**src/hdl/riscv_pkg.sv**
```systemverilog
package riscv_pkg;

  localparam int XLEN = 32;

  // ----------------------------------------------------------------------
  // Major opcodes
  // ----------------------------------------------------------------------
  localparam logic [6:0] OPC_OP     = 7'b0110011;
  localparam logic [6:0] OPC_OP_IMM = 7'b0010011;
  localparam logic [6:0] OPC_LUI    = 7'b0110111;
  localparam logic [6:0] OPC_AUIPC  = 7'b0010111;
  localparam logic [6:0] OPC_SYSTEM = 7'b1110011;

  // Full encodings of the privileged instructions
  localparam logic [XLEN-1:0] INSTR_ECALL = 32'h0000_0073;
  localparam logic [XLEN-1:0] INSTR_MRET  = 32'h3020_0073;

  typedef enum logic {
    UNIT_ALU,
    UNIT_CSR
  } unit_e;

  typedef enum logic [2:0] {
    OP_ADD,
    OP_AND,
    OP_OR,
    OP_XOR,
    OP_SLT,
    OP_CSRRW,
    OP_CSRRS,
    OP_CSRRC
  } operation_e;

  // ----------------------------------------------------------------------
  // Decoder output
  // ----------------------------------------------------------------------
  typedef struct packed {
    logic            rd_v;
    logic [4:0]      rd_adr;
    logic            rs1_v;
    logic [4:0]      rs1_adr;
    logic            rs2_v;
    logic [4:0]      rs2_adr;
    logic            rs1_is_imm;
    logic            rs2_is_imm;
    logic            rs2_is_csr;
    logic            auipc;
    logic            csr_wbk;
    logic [11:0]     csr_adr;
    logic            csr_clear;
    logic [XLEN-1:0] imm;
    logic            unsign_ext;
    logic            rs2_neg;
    unit_e           unit;
    operation_e      operation;
    logic            illegal;
    logic            ecall;
    logic            mret;
  } instr_info_t;

endpackage

```
**src/hdl/pipe_pkg.sv**
```systemverilog
package pipe_pkg;

  // ----------------------------------------------------------------------
  // Decode to execute stage register
  // ----------------------------------------------------------------------
  typedef struct packed {
    logic                       rd_v;
    logic [4:0]                 rd_adr;
    logic                       csr_wbk;
    logic [11:0]                csr_adr;
    // Extra top bit is the sign, or zero for unsigned compares
    logic [riscv_pkg::XLEN:0]   rs1_qual;
    logic [riscv_pkg::XLEN:0]   rs2_qual;
    riscv_pkg::unit_e           unit;
    riscv_pkg::operation_e      operation;
    logic                       illegal;
    logic                       ecall;
    logic                       mret;
  } dec_exe_t;

  // Register result, used for forwards and the RF write port
  typedef struct packed {
    logic                       v;
    logic [4:0]                 adr;
    logic [riscv_pkg::XLEN-1:0] data;
  } fwd_t;

  // CSR result
  typedef struct packed {
    logic                       v;
    logic [11:0]                adr;
    logic [riscv_pkg::XLEN-1:0] data;
  } csr_fwd_t;

endpackage

```
**src/hdl/decoder.sv**
```systemverilog
`timescale 1ns/1ps

module decoder (
  input  logic [riscv_pkg::XLEN-1:0] instr_i,
  output riscv_pkg::instr_info_t     info_o
);

  logic [6:0]                 opcode;
  logic [2:0]                 funct3;
  logic [6:0]                 funct7;
  logic [riscv_pkg::XLEN-1:0] imm_i;
  logic [riscv_pkg::XLEN-1:0] imm_u;
  // funct3 decode shared by register and immediate ALU forms
  logic                       alu_ok;
  logic                       alu_neg;
  logic                       alu_unsigned;
  riscv_pkg::operation_e      alu_op;

  assign opcode = instr_i[6:0];
  assign funct3 = instr_i[14:12];
  assign funct7 = instr_i[31:25];
  assign imm_i  = {{20{instr_i[31]}}, instr_i[31:20]};
  assign imm_u  = {instr_i[31:12], 12'b0};

  always_comb begin
    alu_ok       = 1'b1;
    alu_neg      = 1'b0;
    alu_unsigned = 1'b0;
    alu_op       = riscv_pkg::OP_ADD;
    case (funct3)
      3'b000: alu_op = riscv_pkg::OP_ADD;
      3'b010: begin
        alu_op  = riscv_pkg::OP_SLT;
        alu_neg = 1'b1;
      end
      3'b011: begin
        alu_op       = riscv_pkg::OP_SLT;
        alu_neg      = 1'b1;
        alu_unsigned = 1'b1;
      end
      3'b100: alu_op = riscv_pkg::OP_XOR;
      3'b110: alu_op = riscv_pkg::OP_OR;
      3'b111: alu_op = riscv_pkg::OP_AND;
      // Shifts are not supported
      default: alu_ok = 1'b0;
    endcase
  end

  always_comb begin
    info_o           = '0;
    info_o.rs1_adr   = instr_i[19:15];
    info_o.rs2_adr   = instr_i[24:20];
    info_o.csr_adr   = instr_i[31:20];
    info_o.imm       = imm_i;
    info_o.unit      = riscv_pkg::UNIT_ALU;
    info_o.operation = riscv_pkg::OP_ADD;
    info_o.illegal   = 1'b1;

    case (opcode)
      riscv_pkg::OPC_OP: begin
        info_o.rs1_v      = 1'b1;
        info_o.rs2_v      = 1'b1;
        info_o.operation  = alu_op;
        info_o.unsign_ext = alu_unsigned;
        // SUB is ADD with the alternate funct7 and a negated rs2
        info_o.rs2_neg    = alu_neg || funct7[5];
        info_o.illegal    = !alu_ok ||
                            !(funct7 == 7'b0000000 ||
                              (funct7 == 7'b0100000 && funct3 == 3'b000));
      end
      riscv_pkg::OPC_OP_IMM: begin
        info_o.rs1_v      = 1'b1;
        info_o.rs2_is_imm = 1'b1;
        info_o.operation  = alu_op;
        info_o.unsign_ext = alu_unsigned;
        info_o.rs2_neg    = alu_neg;
        info_o.illegal    = !alu_ok;
      end
      riscv_pkg::OPC_LUI: begin
        info_o.rs1_is_imm = 1'b1;
        info_o.imm        = imm_u;
        info_o.illegal    = 1'b0;
      end
      riscv_pkg::OPC_AUIPC: begin
        info_o.auipc      = 1'b1;
        info_o.rs2_is_imm = 1'b1;
        info_o.imm        = imm_u;
        info_o.illegal    = 1'b0;
      end
      riscv_pkg::OPC_SYSTEM: begin
        if (funct3 == 3'b000) begin
          info_o.ecall   = (instr_i == riscv_pkg::INSTR_ECALL);
          info_o.mret    = (instr_i == riscv_pkg::INSTR_MRET);
          info_o.illegal = !(info_o.ecall || info_o.mret);
        end else if (!funct3[2]) begin
          // Register CSR forms only, immediate forms stay illegal
          info_o.rs1_v      = 1'b1;
          info_o.rs2_is_csr = 1'b1;
          info_o.unit       = riscv_pkg::UNIT_CSR;
          info_o.unsign_ext = 1'b1;
          info_o.csr_clear  = (funct3 == 3'b011);
          // Set and clear with rs1 = x0 only read the CSR
          info_o.csr_wbk    = (funct3 == 3'b001) || (instr_i[19:15] != 5'd0);
          info_o.illegal    = 1'b0;
          case (funct3[1:0])
            2'b01:   info_o.operation = riscv_pkg::OP_CSRRW;
            2'b10:   info_o.operation = riscv_pkg::OP_CSRRS;
            default: info_o.operation = riscv_pkg::OP_CSRRC;
          endcase
        end
      end
      default: info_o.illegal = 1'b1;
    endcase

    // x0 is never a destination, so it never forwards
    info_o.rd_adr = instr_i[11:7];
    info_o.rd_v   = !info_o.illegal && (instr_i[11:7] != 5'd0);
  end

endmodule

```
**src/hdl/dec.sv**
```systemverilog
`timescale 1ns/1ps

module dec #(
  parameter int          NB_CSR   = 4,
  parameter logic [11:0] CSR_BASE = 12'h340
) (
  input  logic                       clk,
  input  logic                       reset_n,
  input  logic [riscv_pkg::XLEN-1:0] instr_i,
  input  logic [riscv_pkg::XLEN-1:0] pc_i,
  input  logic                       flush_i,
  output logic [4:0]                 rf_rs1_adr_o,
  output logic [4:0]                 rf_rs2_adr_o,
  input  logic [riscv_pkg::XLEN-1:0] rf_rs1_data_i,
  input  logic [riscv_pkg::XLEN-1:0] rf_rs2_data_i,
  output logic [11:0]                csr_adr_o,
  input  logic [riscv_pkg::XLEN-1:0] csr_data_i,
  input  pipe_pkg::fwd_t             exe_fwd_i,
  input  pipe_pkg::csr_fwd_t         csr_fwd_i,
  input  pipe_pkg::fwd_t             wbk_fwd_i,
  output pipe_pkg::dec_exe_t         dec_exe_q_o
);

  localparam int XLEN = riscv_pkg::XLEN;

  riscv_pkg::instr_info_t info;
  logic                   reset_n_q;
  logic [11:0]            csr_ofs;
  logic                   csr_fwd_hit;
  logic [XLEN-1:0]        rs1_reg;
  logic [XLEN-1:0]        rs2_reg;
  logic [XLEN-1:0]        rs1_data;
  logic [XLEN-1:0]        rs2_data;
  logic [XLEN:0]          rs2_ext;
  pipe_pkg::dec_exe_t     dec_exe_nxt;

  // Execute result wins over writeback, which wins over the RF
  function automatic logic [XLEN-1:0] fwd_mux(
    input logic [4:0]      adr,
    input logic [XLEN-1:0] rf_data,
    input pipe_pkg::fwd_t  exe_fwd,
    input pipe_pkg::fwd_t  wbk_fwd
  );
    if (exe_fwd.v && exe_fwd.adr == adr) begin
      return exe_fwd.data;
    end else if (wbk_fwd.v && wbk_fwd.adr == adr) begin
      return wbk_fwd.data;
    end
    return rf_data;
  endfunction

  decoder i_decoder (
    .instr_i (instr_i),
    .info_o  (info)
  );

  // ----------------------------------------------------------------------
  // Operand fetch
  // ----------------------------------------------------------------------
  assign rf_rs1_adr_o = info.rs1_adr;
  assign rf_rs2_adr_o = info.rs2_adr;
  assign csr_adr_o    = info.csr_adr;

  assign rs1_reg = fwd_mux(info.rs1_adr, rf_rs1_data_i, exe_fwd_i, wbk_fwd_i);
  assign rs2_reg = fwd_mux(info.rs2_adr, rf_rs2_data_i, exe_fwd_i, wbk_fwd_i);

  // A pending write to an unimplemented CSR must still read as zero
  assign csr_ofs     = info.csr_adr - CSR_BASE;
  assign csr_fwd_hit = csr_fwd_i.v && (csr_fwd_i.adr == info.csr_adr) && (csr_ofs < NB_CSR);

  assign rs1_data = info.rs1_v      ? rs1_reg :
                    info.rs1_is_imm ? info.imm :
                    info.auipc      ? pc_i : '0;

  assign rs2_data = info.rs2_v      ? rs2_reg :
                    info.rs2_is_imm ? info.imm :
                    info.rs2_is_csr ? (csr_fwd_hit ? csr_fwd_i.data : csr_data_i) : '0;

  // ----------------------------------------------------------------------
  // Operand qualification and stage register
  // ----------------------------------------------------------------------
  assign rs2_ext = {!info.unsign_ext && rs2_data[XLEN-1], rs2_data};

  always_comb begin
    dec_exe_nxt.rd_v      = info.rd_v && !flush_i;
    dec_exe_nxt.rd_adr    = info.rd_adr;
    dec_exe_nxt.csr_wbk   = info.csr_wbk && !flush_i;
    dec_exe_nxt.csr_adr   = info.csr_adr;
    // CSRRC carries ~rs1 so execute only has to AND
    dec_exe_nxt.rs1_qual  = {!info.unsign_ext && rs1_data[XLEN-1],
                             info.csr_clear ? ~rs1_data : rs1_data};
    dec_exe_nxt.rs2_qual  = info.rs2_neg ? (~rs2_ext + 1'b1) : rs2_ext;
    dec_exe_nxt.unit      = info.unit;
    dec_exe_nxt.operation = info.operation;
    // No illegal flag on the first word after reset
    dec_exe_nxt.illegal   = info.illegal && reset_n_q && !flush_i;
    dec_exe_nxt.ecall     = info.ecall && !flush_i;
    dec_exe_nxt.mret      = info.mret && !flush_i;
  end

  always_ff @(posedge clk or negedge reset_n) begin
    if (!reset_n) begin
      reset_n_q   <= 1'b0;
      dec_exe_q_o <= '0;
    end else begin
      reset_n_q   <= 1'b1;
      dec_exe_q_o <= dec_exe_nxt;
    end
  end

endmodule

```
**src/hdl/reg_file.sv**
```systemverilog
`timescale 1ns/1ps

module reg_file (
  input  logic                       clk,
  input  logic                       reset_n,
  input  logic [4:0]                 rs1_adr_i,
  input  logic [4:0]                 rs2_adr_i,
  output logic [riscv_pkg::XLEN-1:0] rs1_data_o,
  output logic [riscv_pkg::XLEN-1:0] rs2_data_o,
  input  pipe_pkg::fwd_t             wr_i
);

  // x0 has no storage
  logic [riscv_pkg::XLEN-1:0] regs_q [1:31];

  always_ff @(posedge clk or negedge reset_n) begin
    if (!reset_n) begin
      for (int i = 1; i < 32; i++) begin
        regs_q[i] <= '0;
      end
    end else if (wr_i.v && wr_i.adr != 5'd0) begin
      regs_q[wr_i.adr] <= wr_i.data;
    end
  end

  // Asynchronous reads
  assign rs1_data_o = (rs1_adr_i == 5'd0) ? '0 : regs_q[rs1_adr_i];
  assign rs2_data_o = (rs2_adr_i == 5'd0) ? '0 : regs_q[rs2_adr_i];

endmodule

```
**src/hdl/csr_file.sv**
```systemverilog
`timescale 1ns/1ps

module csr_file #(
  parameter int          NB_CSR   = 4,
  parameter logic [11:0] CSR_BASE = 12'h340
) (
  input  logic                       clk,
  input  logic                       reset_n,
  input  logic [11:0]                rd_adr_i,
  output logic [riscv_pkg::XLEN-1:0] rd_data_o,
  input  pipe_pkg::csr_fwd_t         wr_i
);

  localparam int IDX_W = (NB_CSR > 1) ? $clog2(NB_CSR) : 1;

  logic [11:0]                rd_ofs;
  logic [11:0]                wr_ofs;
  logic                       rd_hit;
  logic                       wr_hit;
  logic [riscv_pkg::XLEN-1:0] csr_q [NB_CSR];

  // ----------------------------------------------------------------------
  // Address decode, bank spans CSR_BASE up to CSR_BASE+NB_CSR-1
  // ----------------------------------------------------------------------
  assign rd_ofs = rd_adr_i - CSR_BASE;
  assign wr_ofs = wr_i.adr - CSR_BASE;
  assign rd_hit = (rd_ofs < NB_CSR);
  assign wr_hit = wr_i.v && (wr_ofs < NB_CSR);

  // Unimplemented addresses read zero
  assign rd_data_o = rd_hit ? csr_q[rd_ofs[IDX_W-1:0]] : '0;

  always_ff @(posedge clk or negedge reset_n) begin
    if (!reset_n) begin
      for (int i = 0; i < NB_CSR; i++) begin
        csr_q[i] <= '0;
      end
    end else if (wr_hit) begin
      csr_q[wr_ofs[IDX_W-1:0]] <= wr_i.data;
    end
  end

endmodule

```
**src/hdl/exe.sv**
```systemverilog
`timescale 1ns/1ps

module exe (
  input  logic               clk,
  input  logic               reset_n,
  input  pipe_pkg::dec_exe_t dec_exe_i,
  output pipe_pkg::fwd_t     exe_fwd_o,
  output pipe_pkg::csr_fwd_t csr_fwd_o,
  output pipe_pkg::fwd_t     wbk_q_o,
  output logic               illegal_q_o,
  output logic               ecall_q_o,
  output logic               mret_q_o
);

  localparam int XLEN = riscv_pkg::XLEN;

  logic [XLEN:0]   sum;
  logic [XLEN-1:0] rs1;
  logic [XLEN-1:0] rs2;
  logic [XLEN-1:0] alu_res;
  logic [XLEN-1:0] csr_new;

  // rs2 already negated for SUB and compares
  assign sum = dec_exe_i.rs1_qual + dec_exe_i.rs2_qual;
  assign rs1 = dec_exe_i.rs1_qual[XLEN-1:0];
  assign rs2 = dec_exe_i.rs2_qual[XLEN-1:0];

  always_comb begin
    alu_res = sum[XLEN-1:0];
    csr_new = rs1;
    case (dec_exe_i.operation)
      // Top bit of the 33-bit difference is the less-than result
      riscv_pkg::OP_SLT:   alu_res = {{(XLEN-1){1'b0}}, sum[XLEN]};
      riscv_pkg::OP_AND:   alu_res = rs1 & rs2;
      riscv_pkg::OP_OR:    alu_res = rs1 | rs2;
      riscv_pkg::OP_XOR:   alu_res = rs1 ^ rs2;
      riscv_pkg::OP_CSRRS: csr_new = rs1 | rs2;
      riscv_pkg::OP_CSRRC: csr_new = rs1 & rs2;
      default:             csr_new = rs1;
    endcase
  end

  // ----------------------------------------------------------------------
  // Forwards of the instruction in execute
  // ----------------------------------------------------------------------
  assign exe_fwd_o.v    = dec_exe_i.rd_v;
  assign exe_fwd_o.adr  = dec_exe_i.rd_adr;
  // CSR ops return the old CSR value, which travels in rs2
  assign exe_fwd_o.data = (dec_exe_i.unit == riscv_pkg::UNIT_CSR) ? rs2 : alu_res;

  assign csr_fwd_o.v    = dec_exe_i.csr_wbk;
  assign csr_fwd_o.adr  = dec_exe_i.csr_adr;
  assign csr_fwd_o.data = csr_new;

  // Writeback register
  always_ff @(posedge clk or negedge reset_n) begin
    if (!reset_n) begin
      wbk_q_o     <= '0;
      illegal_q_o <= 1'b0;
      ecall_q_o   <= 1'b0;
      mret_q_o    <= 1'b0;
    end else begin
      wbk_q_o     <= exe_fwd_o;
      illegal_q_o <= dec_exe_i.illegal;
      ecall_q_o   <= dec_exe_i.ecall;
      mret_q_o    <= dec_exe_i.mret;
    end
  end

endmodule

```
**src/hdl/decode_core.sv**
```systemverilog
`timescale 1ns/1ps

module decode_core #(
  parameter int          NB_CSR   = 4,
  parameter logic [11:0] CSR_BASE = 12'h340
) (
  input  logic                       clk,
  input  logic                       reset_n,
  input  logic [riscv_pkg::XLEN-1:0] instr_i,
  input  logic [riscv_pkg::XLEN-1:0] pc_i,
  input  logic                       flush_i,
  output logic                       wbk_v_o,
  output logic [4:0]                 wbk_adr_o,
  output logic [riscv_pkg::XLEN-1:0] wbk_data_o,
  output logic                       illegal_o,
  output logic                       ecall_o,
  output logic                       mret_o
);

  logic [4:0]                 rf_rs1_adr;
  logic [4:0]                 rf_rs2_adr;
  logic [riscv_pkg::XLEN-1:0] rf_rs1_data;
  logic [riscv_pkg::XLEN-1:0] rf_rs2_data;
  logic [11:0]                csr_adr;
  logic [riscv_pkg::XLEN-1:0] csr_data;
  pipe_pkg::dec_exe_t         dec_exe_q;
  pipe_pkg::fwd_t             exe_fwd;
  pipe_pkg::csr_fwd_t         csr_fwd;
  // Writeback doubles as RF write port and forward source
  pipe_pkg::fwd_t             wbk;

  dec #(
    .NB_CSR   (NB_CSR),
    .CSR_BASE (CSR_BASE)
  ) i_dec (
    .clk           (clk),
    .reset_n       (reset_n),
    .instr_i       (instr_i),
    .pc_i          (pc_i),
    .flush_i       (flush_i),
    .rf_rs1_adr_o  (rf_rs1_adr),
    .rf_rs2_adr_o  (rf_rs2_adr),
    .rf_rs1_data_i (rf_rs1_data),
    .rf_rs2_data_i (rf_rs2_data),
    .csr_adr_o     (csr_adr),
    .csr_data_i    (csr_data),
    .exe_fwd_i     (exe_fwd),
    .csr_fwd_i     (csr_fwd),
    .wbk_fwd_i     (wbk),
    .dec_exe_q_o   (dec_exe_q)
  );

  reg_file i_reg_file (
    .clk        (clk),
    .reset_n    (reset_n),
    .rs1_adr_i  (rf_rs1_adr),
    .rs2_adr_i  (rf_rs2_adr),
    .rs1_data_o (rf_rs1_data),
    .rs2_data_o (rf_rs2_data),
    .wr_i       (wbk)
  );

  csr_file #(
    .NB_CSR   (NB_CSR),
    .CSR_BASE (CSR_BASE)
  ) i_csr_file (
    .clk       (clk),
    .reset_n   (reset_n),
    .rd_adr_i  (csr_adr),
    .rd_data_o (csr_data),
    .wr_i      (csr_fwd)
  );

  exe i_exe (
    .clk         (clk),
    .reset_n     (reset_n),
    .dec_exe_i   (dec_exe_q),
    .exe_fwd_o   (exe_fwd),
    .csr_fwd_o   (csr_fwd),
    .wbk_q_o     (wbk),
    .illegal_q_o (illegal_o),
    .ecall_q_o   (ecall_o),
    .mret_q_o    (mret_o)
  );

  assign wbk_v_o    = wbk.v;
  assign wbk_adr_o  = wbk.adr;
  assign wbk_data_o = wbk.data;

endmodule

```
**config.mk**
```make
export PLATFORM = sky130hd
export DESIGN_NAME = decode_core
export DESIGN_NICKNAME = d
export VERILOG_FILES = /design/src/hdl/riscv_pkg.sv /design/src/hdl/pipe_pkg.sv /design/src/hdl/decoder.sv /design/src/hdl/dec.sv /design/src/hdl/reg_file.sv /design/src/hdl/csr_file.sv /design/src/hdl/exe.sv /design/src/hdl/decode_core.sv
export SDC_FILE = /design/constraint.sdc
export NUM_CORES = 2
export LEC_CHECK = 0
export ABC_AREA = 1
export BUFFER_PORTS_ARGS = -buffer_cell sky130_fd_sc_hd__buf_2
export CORE_ASPECT_RATIO = 0.6
export CORE_MARGIN = 4
export CORE_UTILIZATION = 45
export CTS_BUF_LIST = sky130_fd_sc_hd__clkbuf_2
export DETAILED_ROUTE_END_ITERATION = 10
export RECOVER_POWER = 50
export SYNTH_ARGS = -nofsm -noshare
export SYNTH_HDL_FRONTEND = slang
export SYNTH_SLANG_ARGS = --single-unit
```
**constraint.sdc**
```tcl
create_clock -name clk -period 2.97 [get_ports clk]
set_input_delay 0.4455 -clock clk [delete_from_list [all_inputs] [get_ports clk]]
set_output_delay 0.4455 -clock clk [all_outputs]
set_load 0.01 [all_outputs]
```
==> impl_metrics.toml <==
[layout]
final_layout_size_suffix_gt1_share_pct = 23.4
final_cell_mix = "nand2_1 (2152), o21ai_0 (1896), dfrtp_1 (1239)"
layout.nets = 10900
area_growth_pct = 27.6
mostFrequentLayoutCell = "nand2_1"

[worst_setup_path]
cpPeakStageDelay_ns = 0.94
crit_arrival_ns = 5.00
r2r_setup_slack_ns = -0.42
setup.worst_path.start_class = "primary input"
slowest_stage = "clkbuf_1"
cp_top_family = "buffers and inverters"
critical_path_required_ns = 4.49
path_buf_inv = 10
crit_fanout = 15
crit_chain = "dlygate4sd3_1, buf_4, dlygate4sd3_1, buf_12, clkbuf_1, nand3_1, nand3_1, nand3_1, nand2_1, nand2_2, buf_6, nand2_2, nor2_4, nand4_4, inv_4, buf_6, buf_12, a31oi_4, xor2_1, inv_1"
worstSetupEndpointType = "flip-flop"
crit_top_cell = "nand3_1"
path_class = "in -> reg"

[route]
routed_wl_um = 366000
drc = 0
drtPass1Iterations = 9
drt_iter0_markers = 12500
vias = 81100
wl_per_cell_um = 28.0
drtAntennaViolNets = 0
viasPerCell = 6.20

[timing]
period_minus_slack_ns = 3.48
setup_viol = 85
fin_hold_ws_ns = 0.169
rsz0062_at_grt = "true"
tightest_slew_ns = 2.13
finClkSkew_ns = 0.249
setup_ws_ns = -0.510
final-hold-violation-count = 0
slew_headroom_pct = -42.2
fmax_mhz = 287
finalCritPeriodShare_pct = 117
drv_slew = 50

[clock_tree]
cts_buffer_depth = 4
cts_buffers = 317
clkLatencyLatePin_ns = 1.68
h-tree-depth = 5
clkSinkCount = 1254
cts-root-buf = "clkbuf_2"
cts_tree = "built"
path_clk_slew_ns = 0.13

[logic_synthesis]
syn_avg_cell_area_um2 = 7.34
netlist.area_leader.share_pct = 44.3
yosysTopAreaCell = "dfrtp_1"
synthCells = 9649
netlist_area_um2 = 70800
synth.distinct_cells = 59
syn_nets = 9782
synth_seq_cells = 1254
ys_seq_area_share_pct = 44.3
yosysWarnings = 0
synth_edf_count = 0
ys_async_sr_fraction_pct = 100
synth_area_leaders = "dfrtp_1 (44%), o21ai_0 (14%), nand2_1 (13%)"
synth_ff_type = "dfrtp_1"

[global_route]
grt-ovfl-total = 0
antenna_found_initial = 11
gr-usage-all-layers_pct = 43.2
grt_max_degree = 104
grt_pass1_wl_um = 524000
grt_pass1_vias = 75100

[die]
die_y_um = 315
initial_core_util_pct = 45.4
core.rowCount = 112
coreArea_um2 = 156000
fp.dieArea_um2 = 164000
die_w_um = 520
io_pins = 108

[job]
max_cap_violations = 1

[place]
gp_congestion = 1.09
hpwl_um = 244000
io_buffer_count = 107
pre_cts_ws_ns = -0.802

[outcome]
outcome = "complete, but fails checks"
violations = "capacitance limit, slew limit, setup timing"

[power_and_ir_drop]
leakage_nw = 41.4
cellPowerDensity_nw_per_um2 = 384
ir_drop_mv = 0.292

[worst_hold_path]
hold_class = "in -> reg"
-- cells by family after synthesis --
logic type      Yosys count  synth area share (%)
compound gates         3107                  24.3
buf+inv                1447                  8.18
simple gates           3704                  21.1
xor+xnor                 67                 0.839
mux                       3                0.0424
other cells               1               0.00529
flops                  1254                  44.3
fa+ha+maj                66                  1.18
-- routing by layer --
layer / GRT usage [%] / part of all wire [%] / up-vias
li1: - / - / 34900
met1: 61.7 / 41 / 38600
met2: 55.6 / 38 / 6439
met3: 18.4 / 16 / 1208
met4: 20.2 / 5.4 / 6
met5: 0 / 0.0096 / -
-- report_power, final --
part | total [mW] | switching (mW) | internal [mW]
combinational | 5.12 | 3.45 | 1.67
sequential | 17.2 | 0.0763 | 17.1
clock | 12.4 | 7.94 | 4.44
-- synth_stat cells (18+ instances only) --
library cell  instances
a31oi_1              34
inv_1               659
o21ai_0            1915
buf_2               145
nor2_1              626
o221ai_1             73
o22ai_1             131
buf_1                27
o211ai_1            271
inv_2                24
a22oi_1              35
a21oi_1             498
o2111ai_1            20
o21ai_1              26
nand2_1            2404
xor2_1               54
dfrtp_1            1254
nor3_1               32
nand3_1             519
a221oi_1             37
clkbuf_1            553
nand4_1              70
buf_4                18
ha_1                 65
-- repair_timing --
item	CTS	global route
hold buffers	138	0
endpoints found under the hold margin	1346	0
gates resized for setup	407	475
pin swaps	100	206
setup buffers	36	62
cloned	1	0
endpoints found under the setup margin	69	69
-- path summary, 6_finish.rpt --
kind                                  startpoint                    end  cells past startpoint
min in group asynchronous                reset_n   i_reg_file.regs_q[7]                      5
min reg2reg                 i_dec.dec_exe_q_o[0]         i_exe.mret_q_o                      0
max                                  instr_i[23]  i_dec.dec_exe_q_o[17]                     20
min                                   instr_i[7]  i_dec.dec_exe_q_o[86]                      3
max in group asynchronous                reset_n  i_dec.dec_exe_q_o[32]                      7
max reg2reg                i_dec.dec_exe_q_o[38]  i_dec.dec_exe_q_o[17]                     25
-- per-stage QoR --
step                      util (%)  std cells  power [mW]  area, µm²  setup TNS (ns)
after detailed placement      52.8      12300        22.2      82400          -25.94
after global routing          57.9      13100        35.9      90300          -27.98
final                         57.9      13100        34.7      90400          -12.29
after floorplan                  -       9649        19.5      70800               0
after CTS                     56.6      13000        34.5      88300           -4.09
after global placement        52.8      12300        22.1      82400          -26.92
-- tightest hold or removal path, cell delays in order --
cell	delay, ns
dlygate4sd3_1	0.52
buf_2	0.11
dlygate4sd3_1	0.64
-- state kept, by name, indices dropped and copies added, names as in the netlist --
name and count:
i_dec.dec_exe_q_o 92, i_exe.wbk_q_o 38, i_exe.ecall_q_o 1, i_csr_file.csr_q 128
i_dec.reset_n_q 1, i_exe.mret_q_o 1, i_reg_file.regs_q 992, i_exe.illegal_q_o 1
-- layout make-up --
| cell class | instances | area (µm²) |
|---|---|---|
| Clock inverter | 85 | 507 |
| Antenna cell | 16 | 40.0 |
| Inverter | 690 | 2650 |
| Multi-Input combinational cell | 6948 | 36900 |
| Tap cell | 2109 | 2640 |
| Timing Repair Buffer | 1541 | 14000 |
| Clock buffer | 436 | 2180 |
| Fill cell | 14700 | 65600 |
| Sequential cell | 1254 | 31400 |
Note: power is estimated with default switching activity, not from simulation.
